File: config.mk
export PLATFORM = sky130hd
export DESIGN_NAME = enet_reg_top
export DESIGN_NICKNAME = d
export VERILOG_FILES = /design/src/enet_reg_pkg.sv /design/src/enet_reg_decode.sv /design/src/enet_msg_sender.sv /design/src/enet_cfg_regs.sv /design/src/enet_status_regs.sv /design/src/enet_reg_top.sv
export SDC_FILE = /design/constraint.sdc
export NUM_CORES = 1
export LEC_CHECK = 0
export BUFFER_PORTS_ARGS = -buffer_cell sky130_fd_sc_hd__buf_2
export CORE_AREA = 2 2 244 246
export DETAILED_ROUTE_END_ITERATION = 10
export DIE_AREA = 0 0 246 248
export PLACE_DENSITY_LB_ADDON = 0.1
export SETUP_SLACK_MARGIN = 0.02
export SYNTH_ARGS = -nofsm -noshare
export SYNTH_HDL_FRONTEND = slang
export SYNTH_SLANG_ARGS = --single-unit
export TNS_END_PERCENT = 10
File: constraint.sdc
create_clock -name clk -period 1.9 [get_ports clk]
set_input_delay 0 -clock clk [delete_from_list [all_inputs] [get_ports clk]]
set_output_delay 0 -clock clk [all_outputs]
set_load 0.02 [all_outputs]
File: src/enet_reg_pkg.sv
package enet_reg_pkg;

    localparam int ADDR_W  = 12;
    localparam int DATA_W  = 32;
    // {data, addr, rd}
    localparam int MSG_W   = DATA_W + ADDR_W + 1;
    // {data, addr}
    localparam int REPLY_W = DATA_W + ADDR_W;

    localparam logic [ADDR_W-1:0] ADDR_EIR  = 12'h004;
    localparam logic [ADDR_W-1:0] ADDR_EIMR = 12'h008;
    localparam logic [ADDR_W-1:0] ADDR_RDAR = 12'h010;
    localparam logic [ADDR_W-1:0] ADDR_TDAR = 12'h014;
    localparam logic [ADDR_W-1:0] ADDR_ECR  = 12'h024;
    localparam logic [ADDR_W-1:0] ADDR_RCR  = 12'h084;
    localparam logic [ADDR_W-1:0] ADDR_TCR  = 12'h0C4;
    localparam logic [ADDR_W-1:0] ADDR_PALR = 12'h0E4;
    localparam logic [ADDR_W-1:0] ADDR_PAUR = 12'h0E8;
    localparam logic [ADDR_W-1:0] ADDR_RAEM = 12'h194;
    localparam logic [ADDR_W-1:0] ADDR_RAFL = 12'h198;
    localparam logic [ADDR_W-1:0] ADDR_TIPG = 12'h1A0;
    localparam logic [ADDR_W-1:0] ADDR_TAEM = 12'h1A4;
    localparam logic [ADDR_W-1:0] ADDR_TAFL = 12'h1A8;

    // stored field widths
    localparam int PAUR_HI_W = 16;
    localparam int TIPG_W    = 5;
    localparam int THR_W     = 8;

    localparam logic [15:0] PAUR_TYPE = 16'h8808;
    localparam int TIPG_RST       = 12;
    localparam int TAFL_MAX       = 240;
    localparam int RAFL_MAX       = 251;
    localparam int AEM_MIN        = 4;
    localparam int DAR_ACTIVE_BIT = 24;

    // eir bits as seen in host write data
    localparam int EIR_BABR  = 30;
    localparam int EIR_BABT  = 29;
    localparam int EIR_GRA   = 28;
    localparam int EIR_TXF   = 27;
    localparam int EIR_RXF   = 25;
    localparam int EIR_EBERR = 22;
    localparam int EIR_LC    = 21;
    localparam int EIR_RL    = 20;
    localparam int EIR_UN    = 19;
    localparam int EIR_PLR   = 18;

    // same events inside a reply word
    localparam int EV_BABR  = 42;
    localparam int EV_BABT  = 41;
    localparam int EV_GRA   = 40;
    localparam int EV_TXF   = 39;
    localparam int EV_RXF   = 37;
    localparam int EV_EBERR = 34;
    localparam int EV_LC    = 33;
    localparam int EV_RL    = 32;
    localparam int EV_UN    = 31;
    localparam int EV_PLR   = 30;

    typedef enum logic [3:0] {
        REG_NONE, REG_EIR, REG_EIMR, REG_ECR, REG_TCR, REG_RCR, REG_TDAR, REG_RDAR,
        REG_PALR, REG_PAUR, REG_TIPG, REG_TAFL, REG_TAEM, REG_RAFL, REG_RAEM
    } reg_id_e;

    typedef enum logic [1:0] {ROUTE_LOCAL, ROUTE_TX, ROUTE_RX, ROUTE_BOTH} route_e;

    typedef enum logic {CHAN_TX, CHAN_RX} chan_e;

endpackage

File: src/enet_reg_decode.sv
`timescale 1ns/1ps

module enet_reg_decode import enet_reg_pkg::*; (
    input  logic              reg_wen,
    input  logic              reg_ren,
    input  logic [ADDR_W-1:0] reg_addr,
    input  logic              tx_out_full,
    input  logic              rx_out_full,
    output logic              write_success,
    output logic              tx_send,
    output logic              rx_send,
    output logic              tx_rd_req,
    output logic              rx_rd_req,
    output logic              cfg_we,
    output reg_id_e           cfg_id,
    output logic              eir_clr_we
);

    reg_id_e reg_id;
    route_e  route;
    logic    route_ok;

    always_comb begin
        case (reg_addr)
            ADDR_EIR:  reg_id = REG_EIR;
            ADDR_EIMR: reg_id = REG_EIMR;
            ADDR_ECR:  reg_id = REG_ECR;
            ADDR_TCR:  reg_id = REG_TCR;
            ADDR_RCR:  reg_id = REG_RCR;
            ADDR_TDAR: reg_id = REG_TDAR;
            ADDR_RDAR: reg_id = REG_RDAR;
            ADDR_PALR: reg_id = REG_PALR;
            ADDR_PAUR: reg_id = REG_PAUR;
            ADDR_TIPG: reg_id = REG_TIPG;
            ADDR_TAFL: reg_id = REG_TAFL;
            ADDR_TAEM: reg_id = REG_TAEM;
            ADDR_RAFL: reg_id = REG_RAFL;
            ADDR_RAEM: reg_id = REG_RAEM;
            default:   reg_id = REG_NONE;
        endcase
    end

    // owning side of each register
    always_comb begin
        case (reg_id)
            REG_ECR, REG_PALR, REG_PAUR:                     route = ROUTE_BOTH;
            REG_TCR, REG_TDAR, REG_TIPG, REG_TAFL, REG_TAEM: route = ROUTE_TX;
            REG_RCR, REG_RDAR, REG_RAFL, REG_RAEM:           route = ROUTE_RX;
            default:                                         route = ROUTE_LOCAL;
        endcase
    end

    // every fifo on the route must have room
    always_comb begin
        case (route)
            ROUTE_TX:   route_ok = !tx_out_full;
            ROUTE_RX:   route_ok = !rx_out_full;
            ROUTE_BOTH: route_ok = !tx_out_full && !rx_out_full;
            default:    route_ok = 1'b1;
        endcase
    end

    assign write_success = reg_wen && (reg_id != REG_NONE) && route_ok;

    assign tx_send = write_success && (route == ROUTE_TX || route == ROUTE_BOTH);
    assign rx_send = write_success && (route == ROUTE_RX || route == ROUTE_BOTH);

    assign cfg_id = reg_id;
    assign cfg_we = write_success && (reg_id inside {REG_EIMR, REG_PALR, REG_PAUR, REG_TIPG,
                                                     REG_TAFL, REG_TAEM, REG_RAFL, REG_RAEM});
    assign eir_clr_we = write_success && (reg_id == REG_EIR);

    // remote reads, split by owning side
    assign tx_rd_req = reg_ren && (reg_id == REG_TCR || reg_id == REG_TDAR);
    assign rx_rd_req = reg_ren && (reg_id == REG_RCR || reg_id == REG_RDAR);

endmodule

File: src/enet_msg_sender.sv
`timescale 1ns/1ps

module enet_msg_sender import enet_reg_pkg::*; #(
    parameter chan_e CHAN = CHAN_TX
) (
    input  logic              clk,
    input  logic              rst_n,
    input  logic              send,
    input  logic              rd_req,
    input  logic              read_done,
    input  logic              out_full,
    input  logic [ADDR_W-1:0] reg_addr,
    input  logic [DATA_W-1:0] reg_wdata,
    output logic              out_wen,
    output logic [MSG_W-1:0]  out_data
);

    typedef enum logic [1:0] {ST_IDLE, ST_REQ, ST_WAIT} state_e;

    state_e           state;
    logic [MSG_W-1:0] msg;
    logic             own_rd;

    // read flag only for this side's readable registers
    assign own_rd = (CHAN == CHAN_TX) ? (reg_addr == ADDR_TCR || reg_addr == ADDR_TDAR)
                                      : (reg_addr == ADDR_RCR || reg_addr == ADDR_RDAR);

    always_ff @(posedge clk or negedge rst_n) begin
        if (!rst_n) begin
            state   <= ST_IDLE;
            out_wen <= 1'b0;
        end else begin
            case (state)
                ST_IDLE: begin
                    if (send) begin
                        out_wen <= 1'b1;
                    end else if (rd_req && own_rd) begin
                        out_wen <= 1'b1;
                        state   <= ST_REQ;
                    end else begin
                        out_wen <= 1'b0;
                    end
                end
                ST_REQ: begin
                    // keep offering the request until the fifo takes it
                    if (read_done) begin
                        out_wen <= 1'b0;
                        state   <= ST_IDLE;
                    end else if (!out_full) begin
                        out_wen <= 1'b0;
                        state   <= ST_WAIT;
                    end
                end
                default: begin
                    out_wen <= 1'b0;
                    if (read_done) begin
                        state <= ST_IDLE;
                    end
                end
            endcase
        end
    end

    always_ff @(posedge clk or negedge rst_n) begin
        if (!rst_n) begin
            msg <= '0;
        end else if (state == ST_IDLE && (send || (rd_req && own_rd))) begin
            msg <= {reg_wdata, reg_addr, !send};
        end
    end

    assign out_data = msg;

endmodule

File: src/enet_cfg_regs.sv
`timescale 1ns/1ps

module enet_cfg_regs import enet_reg_pkg::*; (
    input  logic              clk,
    input  logic              rst_n,
    input  logic              cfg_we,
    input  reg_id_e           cfg_id,
    input  logic [DATA_W-1:0] reg_wdata,
    output logic [DATA_W-1:0] eimr,
    output logic [DATA_W-1:0] palr,
    output logic [DATA_W-1:0] paur,
    output logic [DATA_W-1:0] tipg,
    output logic [DATA_W-1:0] tafl,
    output logic [DATA_W-1:0] taem,
    output logic [DATA_W-1:0] rafl,
    output logic [DATA_W-1:0] raem
);

    logic [DATA_W-1:0]    eimr_q;
    logic [DATA_W-1:0]    palr_q;
    logic [PAUR_HI_W-1:0] paur_hi;
    logic [TIPG_W-1:0]    tipg_q;
    logic [THR_W-1:0]     tafl_q;
    logic [THR_W-1:0]     taem_q;
    logic [THR_W-1:0]     rafl_q;
    logic [THR_W-1:0]     raem_q;

    logic [THR_W-1:0] thr_wr;
    logic [THR_W-1:0] tafl_wr;
    logic [THR_W-1:0] rafl_wr;
    logic [THR_W-1:0] aem_wr;

    assign thr_wr = reg_wdata[THR_W-1:0];

    // almost-full limits saturate high, almost-empty limits low
    assign tafl_wr = (thr_wr > THR_W'(TAFL_MAX)) ? THR_W'(TAFL_MAX) : thr_wr;
    assign rafl_wr = (thr_wr > THR_W'(RAFL_MAX)) ? THR_W'(RAFL_MAX) : thr_wr;
    assign aem_wr  = (thr_wr < THR_W'(AEM_MIN)) ? THR_W'(AEM_MIN) : thr_wr;

    always_ff @(posedge clk or negedge rst_n) begin
        if (!rst_n) begin
            eimr_q  <= '0;
            palr_q  <= '0;
            paur_hi <= '0;
            tipg_q  <= TIPG_W'(TIPG_RST);
            tafl_q  <= THR_W'(TAFL_MAX);
            taem_q  <= THR_W'(AEM_MIN);
            rafl_q  <= THR_W'(RAFL_MAX);
            raem_q  <= THR_W'(AEM_MIN);
        end else if (cfg_we) begin
            case (cfg_id)
                REG_EIMR: eimr_q  <= reg_wdata;
                REG_PALR: palr_q  <= reg_wdata;
                REG_PAUR: paur_hi <= reg_wdata[DATA_W-1 -: PAUR_HI_W];
                REG_TIPG: tipg_q  <= reg_wdata[TIPG_W-1:0];
                REG_TAFL: tafl_q  <= tafl_wr;
                REG_TAEM: taem_q  <= aem_wr;
                REG_RAFL: rafl_q  <= rafl_wr;
                REG_RAEM: raem_q  <= aem_wr;
                default: ;
            endcase
        end
    end

    assign eimr = eimr_q;
    assign palr = palr_q;
    // low half is the fixed pause type field
    assign paur = {paur_hi, PAUR_TYPE};
    assign tipg = DATA_W'(tipg_q);
    assign tafl = DATA_W'(tafl_q);
    assign taem = DATA_W'(taem_q);
    assign rafl = DATA_W'(rafl_q);
    assign raem = DATA_W'(raem_q);

endmodule

File: src/enet_status_regs.sv
`timescale 1ns/1ps

module enet_status_regs import enet_reg_pkg::*; (
    input  logic               clk,
    input  logic               rst_n,
    input  logic               reg_ren,
    input  logic [ADDR_W-1:0]  reg_addr,
    input  logic [DATA_W-1:0]  reg_wdata,
    input  logic               eir_clr_we,
    input  logic               tx_in_empty,
    input  logic               rx_in_empty,
    input  logic [REPLY_W-1:0] tx_in_data,
    input  logic [REPLY_W-1:0] rx_in_data,
    output logic [DATA_W-1:0]  tcr,
    output logic [DATA_W-1:0]  rcr,
    output logic [DATA_W-1:0]  tdar,
    output logic [DATA_W-1:0]  rdar,
    output logic               babr,
    output logic               babt,
    output logic               gra,
    output logic               eberr,
    output logic               lc,
    output logic               rl,
    output logic               un,
    output logic               plr,
    output logic               rxf,
    output logic               txf,
    output logic               read_done
);

    logic tx_ev, rx_ev;
    logic tcr_hit, tdar_hit, rcr_hit, rdar_hit;
    logic tdar_act, rdar_act;
    logic [7:0] flags;
    logic [7:0] flag_set;
    logic [7:0] flag_clr;

    // reply word present and addressed
    assign tx_ev    = !tx_in_empty && (tx_in_data[ADDR_W-1:0] == ADDR_EIR);
    assign rx_ev    = !rx_in_empty && (rx_in_data[ADDR_W-1:0] == ADDR_EIR);
    assign tcr_hit  = !tx_in_empty && (tx_in_data[ADDR_W-1:0] == ADDR_TCR);
    assign tdar_hit = !tx_in_empty && (tx_in_data[ADDR_W-1:0] == ADDR_TDAR);
    assign rcr_hit  = !rx_in_empty && (rx_in_data[ADDR_W-1:0] == ADDR_RCR);
    assign rdar_hit = !rx_in_empty && (rx_in_data[ADDR_W-1:0] == ADDR_RDAR);

    always_ff @(posedge clk or negedge rst_n) begin
        if (!rst_n) begin
            tcr      <= '0;
            rcr      <= '0;
            tdar_act <= 1'b0;
            rdar_act <= 1'b0;
        end else begin
            if (tcr_hit) tcr <= tx_in_data[REPLY_W-1:ADDR_W];
            if (rcr_hit) rcr <= rx_in_data[REPLY_W-1:ADDR_W];
            if (tdar_hit) tdar_act <= tx_in_data[ADDR_W + DAR_ACTIVE_BIT];
            if (rdar_hit) rdar_act <= rx_in_data[ADDR_W + DAR_ACTIVE_BIT];
        end
    end

    assign tdar = DATA_W'(tdar_act) << DAR_ACTIVE_BIT;
    assign rdar = DATA_W'(rdar_act) << DAR_ACTIVE_BIT;

    // order: plr un rl lc eberr gra babt babr
    assign flag_set = {
        rx_ev && rx_in_data[EV_PLR],
        tx_ev && tx_in_data[EV_UN],
        tx_ev && tx_in_data[EV_RL],
        tx_ev && tx_in_data[EV_LC],
        (tx_ev && tx_in_data[EV_EBERR]) || (rx_ev && rx_in_data[EV_EBERR]),
        tx_ev && tx_in_data[EV_GRA],
        tx_ev && tx_in_data[EV_BABT],
        rx_ev && rx_in_data[EV_BABR]
    };

    assign flag_clr = {8{eir_clr_we}} & {reg_wdata[EIR_PLR], reg_wdata[EIR_UN],
                                         reg_wdata[EIR_RL], reg_wdata[EIR_LC],
                                         reg_wdata[EIR_EBERR], reg_wdata[EIR_GRA],
                                         reg_wdata[EIR_BABT], reg_wdata[EIR_BABR]};

    // a new event beats a clear in the same cycle
    always_ff @(posedge clk or negedge rst_n) begin
        if (!rst_n) begin
            flags <= '0;
        end else begin
            flags <= flag_set | (flags & ~flag_clr);
        end
    end

    assign {plr, un, rl, lc, eberr, gra, babt, babr} = flags;

    assign rxf = rx_ev && rx_in_data[EV_RXF];
    assign txf = tx_ev && tx_in_data[EV_TXF];

    assign read_done = reg_ren && ((tcr_hit  && reg_addr == ADDR_TCR)  ||
                                   (tdar_hit && reg_addr == ADDR_TDAR) ||
                                   (rcr_hit  && reg_addr == ADDR_RCR)  ||
                                   (rdar_hit && reg_addr == ADDR_RDAR));

endmodule

File: src/enet_reg_top.sv
`timescale 1ns/1ps

module enet_reg_top import enet_reg_pkg::*; (
    input  logic               clk,
    input  logic               rst_n,
    input  logic               reg_wen,
    input  logic               reg_ren,
    input  logic [ADDR_W-1:0]  reg_addr,
    input  logic [DATA_W-1:0]  reg_wdata,
    output logic               write_success,
    output logic               read_done,
    input  logic               tx_out_full,
    output logic               tx_out_wen,
    output logic [MSG_W-1:0]   tx_out_data,
    input  logic               tx_in_empty,
    output logic               tx_in_ren,
    input  logic [REPLY_W-1:0] tx_in_data,
    input  logic               rx_out_full,
    output logic               rx_out_wen,
    output logic [MSG_W-1:0]   rx_out_data,
    input  logic               rx_in_empty,
    output logic               rx_in_ren,
    input  logic [REPLY_W-1:0] rx_in_data,
    output logic [DATA_W-1:0]  eimr,
    output logic [DATA_W-1:0]  palr,
    output logic [DATA_W-1:0]  paur,
    output logic [DATA_W-1:0]  tipg,
    output logic [DATA_W-1:0]  tafl,
    output logic [DATA_W-1:0]  taem,
    output logic [DATA_W-1:0]  rafl,
    output logic [DATA_W-1:0]  raem,
    output logic [DATA_W-1:0]  tcr,
    output logic [DATA_W-1:0]  rcr,
    output logic [DATA_W-1:0]  tdar,
    output logic [DATA_W-1:0]  rdar,
    output logic               babr,
    output logic               babt,
    output logic               gra,
    output logic               eberr,
    output logic               lc,
    output logic               rl,
    output logic               un,
    output logic               plr,
    output logic               rxf,
    output logic               txf
);

    logic    tx_send, rx_send;
    logic    tx_rd_req, rx_rd_req;
    logic    cfg_we, eir_clr_we;
    reg_id_e cfg_id;

    // reply fifos are drained every cycle
    assign tx_in_ren = 1'b1;
    assign rx_in_ren = 1'b1;

    enet_reg_decode u_decode (
        .reg_wen(reg_wen), .reg_ren(reg_ren), .reg_addr(reg_addr),
        .tx_out_full(tx_out_full), .rx_out_full(rx_out_full),
        .write_success(write_success), .tx_send(tx_send), .rx_send(rx_send),
        .tx_rd_req(tx_rd_req), .rx_rd_req(rx_rd_req),
        .cfg_we(cfg_we), .cfg_id(cfg_id), .eir_clr_we(eir_clr_we)
    );

    enet_msg_sender #(.CHAN(CHAN_TX)) u_tx_sender (
        .clk(clk), .rst_n(rst_n), .send(tx_send), .rd_req(tx_rd_req),
        .read_done(read_done), .out_full(tx_out_full),
        .reg_addr(reg_addr), .reg_wdata(reg_wdata),
        .out_wen(tx_out_wen), .out_data(tx_out_data)
    );

    enet_msg_sender #(.CHAN(CHAN_RX)) u_rx_sender (
        .clk(clk), .rst_n(rst_n), .send(rx_send), .rd_req(rx_rd_req),
        .read_done(read_done), .out_full(rx_out_full),
        .reg_addr(reg_addr), .reg_wdata(reg_wdata),
        .out_wen(rx_out_wen), .out_data(rx_out_data)
    );

    enet_cfg_regs u_cfg (
        .clk(clk), .rst_n(rst_n), .cfg_we(cfg_we), .cfg_id(cfg_id), .reg_wdata(reg_wdata),
        .eimr(eimr), .palr(palr), .paur(paur), .tipg(tipg),
        .tafl(tafl), .taem(taem), .rafl(rafl), .raem(raem)
    );

    enet_status_regs u_status (
        .clk(clk), .rst_n(rst_n), .reg_ren(reg_ren), .reg_addr(reg_addr),
        .reg_wdata(reg_wdata), .eir_clr_we(eir_clr_we),
        .tx_in_empty(tx_in_empty), .rx_in_empty(rx_in_empty),
        .tx_in_data(tx_in_data), .rx_in_data(rx_in_data),
        .tcr(tcr), .rcr(rcr), .tdar(tdar), .rdar(rdar),
        .babr(babr), .babt(babt), .gra(gra), .eberr(eberr), .lc(lc), .rl(rl),
        .un(un), .plr(plr), .rxf(rxf), .txf(txf), .read_done(read_done)
    );

endmodule

======== After elaboration in Yosys (flattened, before gate mapping) ========
Memories as Yosys holds them, arrays and structs flattened.
Index checks and enable logic that the tools add are counted.
cells by class
  order comparisons ....................... 3
  equal/unequal tests ..................... 44
  multiplexer cells ....................... 26
  bitwise logic cells ..................... 4
  reduce and logical (&&, ||, !) cells .... 69
operators with widths
  operator                                              number
  equality test 12 x 8 -> 1 bit, second input constant  6
  equality test 12 x 9 -> 1 bit, second input constant  5
  one-hot mux 4 bit (14 select lines)                   1
  equality test 12 x 5 -> 1 bit, second input constant  4
  equality test 12 x 3 -> 1 bit, second input constant  3
  logical AND 1 bit                                     35
  equality test 4 bit, second input constant            7
  two-way mux 8 bit                                     3
  two-way mux 2 bit                                     9
  bitwise AND 8 bit                                     2
  equality test 4 x 3 -> 1 bit, second input constant   4
  greater-than comparator 8 bit, second input constant  2
  AND reduction 2 bit                                   8
  equality test 12 x 4 -> 1 bit, second input constant  1
  equality test 12 x 6 -> 1 bit, second input constant  1
  logical OR 1 bit                                      12
  < comparator 8 x 3 -> 1 bit, second input constant    1
  two-way mux 1 bit                                     8
  != test 2 bit, second input constant                  4
  NOT 8 bit                                             1
  bitwise OR 8 bit                                      1
  one-hot mux 2 bit (2 select lines)                    2
  AND reduction 4 bit                                   2
  nonzero test 8 bit                                    1
  11 further kinds                                      23
storage, ports and cells
  bits in registers ....................... 287
  ROM bits ................................ 32
  output and inout bits ................... 490
  word-level logic and storage cells ...... 166
  memories kept ........................... 1
memory list
  memory           depth  bits a word  rd ports  clocked after Yosys merged registers in  wr ports  RTL line               source
  (no name shown)  16     2            1         0                                        0         enet_reg_decode.sv:45  case (reg_id)

======== Logic depth before layout (Yosys ltp) ========
Gate-level depths: netlist of the first run.
An unclocked memory read counts as a cell.
  word-level depth ........................ 11
  gate-level depth with buffers ........... 14

======== Modules after synthesis ========
Synthesis of the first run repeated with hierarchy kept, for this count alone.
unflattened totals
  cells, all modules ...................... 1029
  area, all modules ....................... 14311.2 um^2
modules (own cells, without submodules)
  module                          instances  cells an instance  area each (um^2)
  enet_cfg_regs                   1          428                5641.7
  enet_status_regs                1          263                3803.6
  enet_msg_sender at u_tx_sender  1          118                2021.9
  enet_msg_sender at u_rx_sender  1          118                2019.4
  enet_reg_decode                 1          99                 805.8
  enet_reg_top                    1          3                  18.8

======== Worst setup path before layout of the first run ========
Ideal clock, no wire load.
  path type ............................... input to register
  start ................................... input port reg_addr[1]
  end ..................................... register u_cfg.tipg_q[1]
  data arrival time ....................... 2671 ps
  required time ........................... 1775 ps
  path slack .............................. -896 ps
  stages .................................. 12
  buffers on the path ..................... 2
  path through ............................ nor4b_2 > a22oi_1 > o32a_1 > nand2_1 > inv_2 > ha_1 > o31a_1 > nand3_1 > buf_2 > and4b_1 > clkbuf_1 > mux2_2
on the way
  longest elaborated chain between the ends .. 8
  elaborated cells on any way between the ends .. 34
  classes of those cells .................. eq/ne (25); mux (2); reduce/logical (6); memory (1)
ends and longest elaborated chain
  element                                                                     RTL line               source
  start: declaration                                                          enet_reg_top.sv:8      input logic [ADDR_W-1:0] reg_addr,
  equality test 12 x 9 -> 1 bit (tied with other cells)                       enet_reg_decode.sv:24  case (reg_addr)
  one-hot mux 4 bit (14 select lines) (*)                                     enet_reg_decode.sv:24
  memory (16 x 2 bit)                                                         --
  equality test 2 bit / equality test 2 x 1 -> 1 bit (equally long branches)  enet_reg_decode.sv:55  case (route)
  one-hot mux 1 bit (3 select lines)                                          enet_reg_decode.sv:55
  logical AND 1 bit                                                           enet_reg_decode.sv:63  assign write_success = reg_wen && (reg_id != REG_NONE) && route_ok;
  logical AND 1 bit                                                           enet_reg_decode.sv:69  assign cfg_we = write_success && (reg_id inside {REG_EIMR, REG_PALR, REG_PAUR, REG_TIPG,
  AND reduction 2 bit (no source line) (*)                                    --
  end signal: assignment                                                      enet_cfg_regs.sv:45    tipg_q <= TIPG_W'(TIPG_RST);
  end signal: assignment                                                      enet_cfg_regs.sv:55    REG_TIPG: tipg_q <= reg_wdata[TIPG_W-1:0];
  end: declaration                                                            enet_cfg_regs.sv:22    logic [TIPG_W-1:0] tipg_q;
Mark *: on every way between the ends. The rest lies on a longest branch, timed or not.
A chain may end at the register's enable or synchronous reset.

======== Final worst setup path of the first run ========
  start ................................... input port reg_addr[11]
  end ..................................... register u_cfg.eimr_q[23], in the netlist u_cfg.eimr[23]
on the way
  longest elaborated chain between the ends .. 8
  elaborated cells on any way between the ends .. 34
  classes of those cells .................. eq/ne (25); mux (2); reduce/logical (6); memory (1)
ends and longest elaborated chain
  element                                                                     RTL line               source
  equality test 12 x 9 -> 1 bit (tied with other cells)                       enet_reg_decode.sv:24
  one-hot mux 4 bit (14 select lines) (*)                                     enet_reg_decode.sv:24
  memory (16 x 2 bit)                                                         --
  equality test 2 bit / equality test 2 x 1 -> 1 bit (equally long branches)  enet_reg_decode.sv:55
  one-hot mux 1 bit (3 select lines)                                          enet_reg_decode.sv:55
  logical AND 1 bit                                                           enet_reg_decode.sv:63
  logical AND 1 bit                                                           enet_reg_decode.sv:69
  AND reduction 2 bit (no source line) (*)                                    --
  end signal: assignment                                                      enet_cfg_regs.sv:52    REG_EIMR: eimr_q <= reg_wdata;
  end: declaration                                                            enet_cfg_regs.sv:19    logic [DATA_W-1:0] eimr_q;
Marked as above.

==> results of run 1 <==
==> synth_stat cells, types with 7 or more instances <==
cell type	number	area share, %
a21oi_1	7	0.26
a221o_1	8	0.59
and2_1	16	0.74
buf_2	22	0.81
buf_4	207	11
clkbuf_1	12	0.33
dfrtp_1	272	50
dfstp_2	15	2.9
inv_1	17	0.47
mux2_1	91	7.6
mux2_2	163	14
mux2i_1	7	0.52
nand2_1	24	0.66
nand3_1	12	0.44
nand4_1	8	0.37
nor2_1	16	0.44
nor2b_1	11	0.51
nor3_1	10	0.37
nor4_1	9	0.41
o21ai_0	7	0.26
==> worst max-delay path, stage by stage <==
cell and delay [ps]:
buf_8 110, nor4b_4 260, nand3b_1 230, nor3_2 230
nor2_2 90, ha_4 250, or3b_1 350, o31a_1 160
a31oi_4 200, buf_6 140, buf_6 80, and3_4 190
buf_12 160, clkbuf_16 170, mux2_4 290
==> logic make-up after synthesis <==
kind of cell	share of synthesized area [%]
AO/OA/AOI/OAI	4.44
XOR/XNOR	0.129
adder cells (fa/ha/maj)	0.184
buffers and inverters	13.5
flip-flops	53.1
multiplexers	21.6
other	0.0554
AND/OR/NAND/NOR	7.01
==> power by group <==
group	total [W]	switching (W)	leakage (nW)	internal, W
combinational	0.00125	0.000814	6.79	0.000432
clock	0.00740	0.00275	0.621	0.00465
sequential	0.00613	0.00000297	3.88	0.00612
==> state kept, by name, indices dropped and copies added (netlist names), 8 cells and up <==
register and cells:
u_cfg.tafl_q 8, u_cfg.palr 32, u_status.flags 8, u_cfg.rafl_q 8
u_cfg.eimr 32, u_tx_sender.out_data 45, u_status.rcr 32, u_rx_sender.out_data 45
u_cfg.raem_q 8, u_status.tcr 32, u_cfg.paur_hi 16, u_cfg.taem_q 8
==> worst min-delay path by stage <==
stage,start,to,slack (ps),cells past startpoint
CTS,rx_in_data[2],u_status.rdar_act$_DFFE_PN0P_,60,5
global placement,rst_n,u_status.rcr[13]$_DFFE_PN0P_,-40,1
global route,rx_in_data[2],u_status.rdar_act$_DFFE_PN0P_,120,5
floorplan,rst_n,u_cfg.eimr[0]$_DFFE_PN0P_,-300,0
finish,rx_in_data[2],u_status.rdar_act$_DFFE_PN0P_,100,5
detailed placement,rst_n,u_status.rcr[13]$_DFFE_PN0P_,-30,1
==> stage by stage <==
step | worst slack [ps] | cells | setup TNS (ps) | total power (W) | hold WS, ps
2_1_floorplan | -737 | 1242 | -136430 | 0.00706 | -296
3_3_place_gp | -1120 | 2325 | -221940 | 0.00726 | -38.4
3_5_place_dp | -1160 | 2325 | -225170 | 0.00726 | -29.0
4_1_cts | -498 | 2525 | -81110 | 0.0151 | 57.6
5_1_grt | -670 | 2538 | -109920 | 0.0154 | 125
6_report | -605 | 2538 | -95290 | 0.0148 | 102
==> layout make-up <==
cell class                      count  area share [%]
Multi-Input combinational cell    689            28.3
Clock buffer                       54            5.32
Clock inverter                      9           0.847
Inverter                           18           0.329
Sequential cell                   287            35.1
Tap cell                          773            4.71
Timing Repair Buffer              708            25.4
==> repair_timing <==
item	CTS	global route
pin swaps	19	14
hold buffers	115	0
endpoints found under the hold margin	546	0
gates cloned	6	7
buffers inserted	16	6
endpoints found under the setup margin	221	221
resized for setup	65	73
==> layer usage <==
metal	GRT usage [%]	routed length, µm	up-vias
li1	-	-	4649
met1	18.5	20100	5180
met2	26.4	24800	354
met3	3.81	3010	62
met4	3.98	927	0
met5	0	0	-
==> results.toml, run 1 <==
[run]
maxCapViolCount = 0

[drt]
vias_per_cell = 4.04
first_pass_iters = 4
drt_iter0_drc = 297
drt_wl_total_mm = 48.9
drc = 0
num_vias = 10200
wl_per_cell_um = 19.3
ant_nets = 0

[die]
boundaryPins = 630
coreArea_mm2 = 0.0585
initial_core_util_pct = 23.2
die_x_um = 246
rows = 89
die_y_um = 248
die_area_mm2 = 0.0610

[timing]
fin_ws_ps = -605
fin_skew_ps = 17.4
fmax_mhz = 399
min_period_ps = 2510
maxSlewHeadroom_pct = 60.6
fin_crit_sh_pct = 132
tightest_slew_ps = 589
hold_viol = 0
finalSetupViolCount = 221
rsz0062_at_grt = "true"
finalMaxSlewViolations = 0

[finish]
seqCellArea_mm2 = 0.00720
drive_above_1_share_pct = 53.0
multi_input_area_mm2 = 0.00582
syn_to_final_growth_pct = 51.4
n_fill_cell = 5935
layout_commonest_cell = "buf_2"
final_core_utilization_pct = 35.1
nets = 1883
finalInstanceArea_mm2 = 0.0205
mostFrequentLayoutCells = "buf_2, dfrtp_1, conb_1"
antenna_cells = 0

[worst_setup_path]
r2r_cells = 6
r2r_slack_ps = -80
critPathMaxFanout = 5
end_kind = "flop"
cp.arrival_ps = 2930
startpoint = "reg_addr[11]"
cp.required_ps = 2320
r2r-end = "u_rx_sender.out_data[41]$_DFFE_PN0P_"
worstSetupEndpoint = "u_cfg.eimr[23]$_DFFE_PN0P_"
worstSetupStartpointType = "input pin"
path_class = "in2reg"
reg2reg_from = "u_rx_sender.state[1]$_DFFE_PN0P_"

[outcome]
violations = "setup timing"
status = "complete, but fails checks"

[synthesis]
async_reset_ff_share_pct = 100
synth-edff-count = 0
yosys_warnings = 0
yosysSeqAreaShare_pct = 53.1
synth.distinct_cells = 71
synthFlopType = "dfrtp_1"
synth-seq-cells = 287
synthCells = 1041
synth.cell_area_mm2 = 0.0136
syn_area_per_cell_um2 = 13.0

[pwr]
power_density_mw_per_mm2 = 719
max-vdd-ir-drop_mv = 0.573
leakagePower_nw = 11.3

[placed_design]
placed_area_mm2 = 0.0170
dpl.hpwl_mm = 34.3
gp_congestion = 0.778
port_buffers = 426

[cts]
clockBufferDepth = 3
root_buffer = "clkbuf_16"
cts_tree = "yes"
insertion_delay_ps = 550
cts_buffers = 37
clk_pin_slew_ps = 50
h-tree-depth = 2
cts_sinks = 287

[global_routing]
grt_pass1_vias = 10200
grt_pass1_wl_mm = 68.3
grt_max_degree = 65
track_usage_pct = 15.1
overflow = 0
antenna_found_initial = 0

[worst_hold_path]
hold_path.class = "in2reg"
Note: power is estimated with default switching activity, not from simulation.
==> run 2, diff against run 1 <==
--- a/config.mk
+++ b/config.mk
@@ -6,12 +6,13 @@
 export NUM_CORES = 1
 export LEC_CHECK = 0
 export BUFFER_PORTS_ARGS = -buffer_cell sky130_fd_sc_hd__buf_2
-export CORE_AREA = 2 2 244 246
+export CORE_AREA = 5 5 239 241
 export DETAILED_ROUTE_END_ITERATION = 10
-export DIE_AREA = 0 0 246 248
+export DIE_AREA = 0 0 244 246
 export PLACE_DENSITY_LB_ADDON = 0.1
 export SETUP_SLACK_MARGIN = 0.02
 export SYNTH_ARGS = -nofsm -noshare
 export SYNTH_HDL_FRONTEND = slang
+export SYNTH_HIERARCHICAL = 1
 export SYNTH_SLANG_ARGS = --single-unit
 export TNS_END_PERCENT = 10
==> results.toml, run 2 <==
[drt]
drt_iter0_drc = 421
drc = 0
num_vias = 10200
wl_per_cell_um = 20.9
drt_wl_total_mm = 51.1
ant_nets = 0
first_pass_iters = 4
vias_per_cell = 4.15

[pwr]
p_seq_share_pct = 42.8
swShare_pct = 24.7
switchingPower_w = 0.00353
max-vdd-ir-drop_mv = 0.675
pwr-share-comb_pct = 8.8
p_total_w = 0.0143
power_density_mw_per_mm2 = 703
power.internal_w = 0.0108
clockPowerShare_pct = 48.5
leakagePower_nw = 11.4

[timing]
maxSlewHeadroom_pct = 57.5
fin_ws_ps = -946
finalMaxSlewViolations = 0
fin_skew_ps = 24.9
hold_viol = 0
whs_ps = 33.1
finalSetupViolCount = 221
rsz0062_at_grt = "true"
fmax_mhz = 351
fin_crit_sh_pct = 150
min_period_ps = 2850
tightest_slew_ps = 637

[placed_design]
dpl.hpwl_mm = 37.2
gp_congestion = 0.755
pre_cts_ws_ps = -1590
dp.cells = 2237
port_buffers = 426

[synthesis]
syn_area_per_cell_um2 = 13.9
synth_top_area_cell = "dfrtp_1"
yosys.area.top_type_share_pct = 47.6
synthTopCellsByArea = "dfrtp_1, mux2_4, buf_4, mux2_2, dfstp_2"
synth.distinct_cells = 91
synthTopCellsByCount = "dfrtp_1, buf_4, mux2_4, mux2_2, buf_6"
yosys_warnings = 6
synthFlopType = "dfrtp_1"
async_reset_ff_share_pct = 100
synth-seq-cells = 287
synth.cell_area_mm2 = 0.0143
synth-edff-count = 0
yosysMostFrequentCell = "dfrtp_1"
yosysSeqAreaShare_pct = 50.3
synthCells = 1029

[worst_setup_path]
end_kind = "flop"
worstPathCellList = "buf_8 > buf_6 > or2b_1 > a2111oi_4 > o211ai_2 > and2_4 > ha_4 > and2_4 > a32o_2 > a211oi_2 > o21ai_2 > buf_6 > nor3_4 > buf_6 > o21ai_4 > buf_4 > buf_12 > mux2_4"
critPathMaxFanout = 10
r2r_cells = 5
r2r-end = "u_rx_sender/out_data[24]$_DFFE_PN0P_"
crit_top_cell = "buf_6"
worstSetupStartpointType = "input pin"
cp.arrival_ps = 3250
worst-path-buf-inv = 6
path_class = "in2reg"
r2r_slack_ps = 220
cp.required_ps = 2300
path_delay_family = "compound AO/OA/AOI/OAI gates"
reg2reg_from = "u_rx_sender/state[0]$_DFFE_PN0P_"
crit_slowest_cell = "a2111oi_4"
crit_path_max_incr_delay_ps = 380

[finish]
final_core_utilization_pct = 37.3
layout_commonest_cell = "buf_2"
drive_above_1_share_pct = 55.0
mostFrequentLayoutCells = "buf_2, dfrtp_1, conb_1"
layout.cells.non_filler = 2446
syn_to_final_growth_pct = 42.4
nets = 1860
multi_input_area_mm2 = 0.00622
n_fill_cell = 5394
seqCellArea_mm2 = 0.00720

[cts]
root_buffer = "clkbuf_16"
h-tree-depth = 2
clockBufferDepth = 3
insertion_delay_ps = 540
cts_buffers = 36
cts_sinks = 287
clk_pin_slew_ps = 60
cts_tree = "yes"

[global_routing]
overflow = 0
antenna_found_initial = 4
track_usage_pct = 15.7
grt_pass1_vias = 10500
grt_max_degree = 88
grt_pass1_wl_mm = 71.6

[die]
rows = 86
die_y_um = 246
die_x_um = 244
initial_core_util_pct = 26.2
coreArea_mm2 = 0.0547
boundaryPins = 630
die_area_mm2 = 0.0600

[worst_hold_path]
timing.hold.worst_path_depth = 4
hold_path.class = "in2reg"
hold_start = "tx_in_data[7]"
whs_endpoint = "u_status/tdar_act$_DFFE_PN0P_"

[outcome]
status = "complete, but fails checks"
violations = "setup timing"

[run]
maxCapViolCount = 0
## run 2: cell count changes in the layout (fill, tap and decap cells not counted), moves of 9 or more
| cell | change |
|---|---|
| a22o_1 | +17 |
| buf_4 | -11 |
| mux2_2 | -53 |
| buf_12 | -9 |
| mux2_1 | -31 |
| mux2_4 | +79 |
## run 2: cell families (layout without fill, tap and decap cells)
| group | Yosys count | after routing | synth area share, % |
|---|---|---|---|
| AOI/OAI and AO/OA | 81 | 81 | 5.18 |
| and+or+nand+nor | 142 | 142 | 7.12 |
| adders and majority gates | 4 | 4 | 0.350 |
| xor gates and xnor gates | 1 | 1 | 0.0612 |
| DFF | 287 | 287 | 50.3 |
| other | 4 | 204 | 0.105 |
| buffers and inverters | 257 | 770 | 13.6 |
| muxes | 253 | 253 | 23.3 |
## run 2: cell type report
type	instances	area share (%)
well taps	704	4.32
flip-flops and latches	287	35.3
repair buffers	692	23.7
clock buffers	50	4.93
clock inverters	13	0.865
diodes	1	0.0123
multi-input cells	684	30.5
inverters	15	0.288
## run 2: worst register-to-register path, cell delays in order (launching register included)
cell and delay (ps):
dfrtp_1 420, nor2_1 310, o21ai_4 160, buf_4 180, buf_12 140, mux2_4 320
## run 2: through the flow
step           TNS [ps]  area (µm²)
6_report        -186110       20400
4_1_cts         -174140       20000
3_5_place_dp    -320890       17400
2_1_floorplan   -270720       15200
5_1_grt         -214180       20400
3_3_place_gp    -321300       17400
## run 2: worst max-delay path by stage
stage / cells after the start / start / endpoint / slack (ps)
after floorplan: 15 / reg_addr[4] / u_cfg/paur_hi[10]$_DFFE_PN0P_ / -1400
after global placement: 17 / reg_addr[2] / u_rx_sender/out_data[44]$_DFFE_PN0P_ / -1580
after detailed placement: 16 / reg_addr[2] / u_cfg/tipg_q[0]$_DFFE_PN0P_ / -1590
after CTS: 16 / reg_addr[2] / u_rx_sender/out_data[44]$_DFFE_PN0P_ / -880
after global routing: 16 / reg_addr[3] / u_cfg/tipg_q[2]$_DFFE_PN1P_ / -1070
final: 18 / reg_addr[3] / u_rx_sender/out_data[24]$_DFFE_PN0P_ / -950
## run 2: layer usage
layer	track usage, %	up-vias	part of all wire [%]	wire (µm)
met5	0	-	0.053	27
met4	4.61	4	2.4	1220
met3	3.92	59	6.0	3080
met2	27.5	358	50	25800
met1	19.1	5129	41	21000
li1	-	4604	-	-
## run 2: power by group through the flow
stage / logic (W) / registers, W / clock network [W]
2_1_floorplan: 0.000801 / 0.00625 / 0
3_3_place_gp: 0.00104 / 0.00624 / 0
3_5_place_dp: 0.00104 / 0.00624 / 0
4_1_cts: 0.00126 / 0.00613 / 0.00725
5_1_grt: 0.00137 / 0.00612 / 0.00746
6_report: 0.00125 / 0.00613 / 0.00695
## run 2: timing repair
action / CTS / global route
gates resized for setup: 43 / 34
setup buffers: 7 / 14
pin swaps: 8 / 24
hold endpoints to repair: 560 / 0
gates cloned: 0 / 7
hold buffers: 118 / 0
setup endpoints to repair: 221 / 221
==> run 3, diff against run 2 <==
--- a/config.mk
+++ b/config.mk
@@ -6,6 +6,7 @@
 export NUM_CORES = 1
 export LEC_CHECK = 0
 export BUFFER_PORTS_ARGS = -buffer_cell sky130_fd_sc_hd__buf_2
+export CAP_MARGIN = 10
 export CORE_AREA = 5 5 239 241
 export DETAILED_ROUTE_END_ITERATION = 10
 export DIE_AREA = 0 0 244 246
==> constraint.sdc (replaced) <==
create_clock -name clk -period 3 [get_ports clk]
set_input_delay 0 -clock clk [delete_from_list [all_inputs] [get_ports clk]]
set_output_delay 0 -clock clk [all_outputs]
set_load 0.02 [all_outputs]
==> results.toml, run 3 (synthesis results as in run 2) <==
[die]
boundaryPins = 630
initial_core_util_pct = 26.2
die_x_um = 244
rows = 86
coreArea_mm2 = 0.0547
die_area_mm2 = 0.0600
die_y_um = 246

[cts]
cts_buffers = 38
clockBufferDepth = 3
cts_tree = "yes"
cts_sinks = 287
insertion_delay_ps = 550
root_buffer = "clkbuf_16"
clk_pin_slew_ps = 60
h-tree-depth = 2

[global_routing]
grt_pass1_wl_mm = 70.0
grt_pass1_vias = 10300
antenna_found_initial = 1
overflow = 0
grt_max_degree = 68
track_usage_pct = 15.3

[pwr]
pwr-share-comb_pct = 7.9
switchingPower_w = 0.00229
p_seq_share_pct = 40.9
p_total_w = 0.00950
leakagePower_nw = 11.0
max-vdd-ir-drop_mv = 0.310
power_density_mw_per_mm2 = 483
swShare_pct = 24.1
clockPowerShare_pct = 51.3
power.internal_w = 0.00721

[timing]
tns_ps = 0
tightest_slew_ps = 628
maxSlewHeadroom_pct = 58.2
fmax_mhz = 350
hold_viol = 4
rsz0062_at_grt = "false"
fin_skew_ps = 18.9
whs_ps = -8.00
finalSetupViolCount = 0
finalMaxSlewViolations = 0
min_period_ps = 2860
fin_crit_sh_pct = 95.2

[worst_setup_path]
crit_path_max_incr_delay_ps = 400
worstPathCellList = "buf_2 > or3b_4 > a2111oi_4 > o211ai_2 > and2_4 > ha_4 > and2_4 > a32o_2 > a211oi_2 > o21ai_2 > nor3_2 > buf_4 > buf_4 > nand3_2 > buf_12 > mux2_2"
worstSetupStartpointType = "input pin"
worst-path-buf-inv = 4
end_kind = "flop"
crit_slowest_cell = "or3b_4"
startpoint = "reg_addr[4]"
cp.required_ps = 3420
cp.depth = 16
path_class = "in2reg"
critPathMaxFanout = 29
path_delay_family = "simple AND/OR/NAND/NOR gates"
cp.arrival_ps = 3270
reg2reg_from = "u_tx_sender/state[0]$_DFFE_PN0P_"
r2r_cells = 4

[drt]
drt_iter0_drc = 286
drc = 0
ant_nets = 0
drt_wl_total_mm = 48.5
num_vias = 9759
first_pass_iters = 4
vias_per_cell = 4.10
wl_per_cell_um = 20.4

[placed_design]
dpl.hpwl_mm = 36.4
port_buffers = 426
placed_area_mm2 = 0.0171
gp_congestion = 0.750

[finish]
mostFrequentLayoutCells = "buf_2, dfrtp_1, conb_1"
finalInstanceArea_mm2 = 0.0197
drive_above_1_share_pct = 52.7
nets = 1793
antenna_cells = 0
layout_commonest_cell = "buf_2"
final_core_utilization_pct = 36.0
syn_to_final_growth_pct = 37.4

[outcome]
violations = "hold timing"
status = "complete, but fails checks"

[worst_hold_path]
hold_path.class = "in2async"

[run]
maxCapViolCount = 0
run 3: area by class of cell:
type                    count  area (µm²)
clock inverters            10         200
inverters                  15        56.3
flip-flops and latches    287        7200
well taps                 704         881
repair buffers            623        4130
fillers                  5410       35000
clock buffers              56        1150
multi-input cells         684        6060
run 3: through the flow:
step,hold WS (ps),setup slack (ps),cells
global placement,4.22,-478,2196
finish,-8.00,143,2379
global route,17.6,25.2,2379
floorplan,-296,-300,1228
CTS,0.216,79.7,2379
detailed placement,11.3,-505,2196
run 3: metal layers:
layer  up-vias  track usage [%]  wire (µm)
met5         -                0         13
met1      4878             18.6      19700
li1       4484                -          -
met2       335             26.5      24300
met3        60             4.65       3380
met4         2             4.03       1090
run 3: path summary, 6_finish.rpt:
check | end | slack [ps]
worst max-delay path | u_cfg/eimr[13]$_DFFE_PN0P_ | 140
worst min-delay path | u_cfg/taem_q[4]$_DFFE_PN0P_ | -8
worst max register to register | u_tx_sender/out_data[41]$_DFFE_PN0P_ | 1430
worst min register to register | u_cfg/taem_q[2]$_DFFE_PN1P_ | 480
max in group asynchronous | u_status/tcr[12]$_DFFE_PN0N_ | 2100
min in group clk | u_status/flags[7]$_DFF_PN0_ | 30
run 3: power by group through the flow:
stage	combinational [W]	clock [W]	sequential, W
final	0.000746	0.00487	0.00388
after global routing	0.000817	0.00524	0.00388
after CTS	0.000751	0.00509	0.00388
after detailed placement	0.000628	0	0.00395
after global placement	0.000629	0	0.00395
after floorplan	0.000508	0	0.00396
run 3: what timing repair did:
action	CTS	global route
setup endpoints to repair	0	106
buffers inserted	0	0
hold endpoints to repair	540	0
hold buffers	117	0
resized for setup	0	4
run 3: worst register-to-register path, cell delays in order, from the launching register on:
cell	delay (ps)
dfrtp_1	420
nor2_1	310
o21ai_4	190
buf_12	210
mux2_4	330
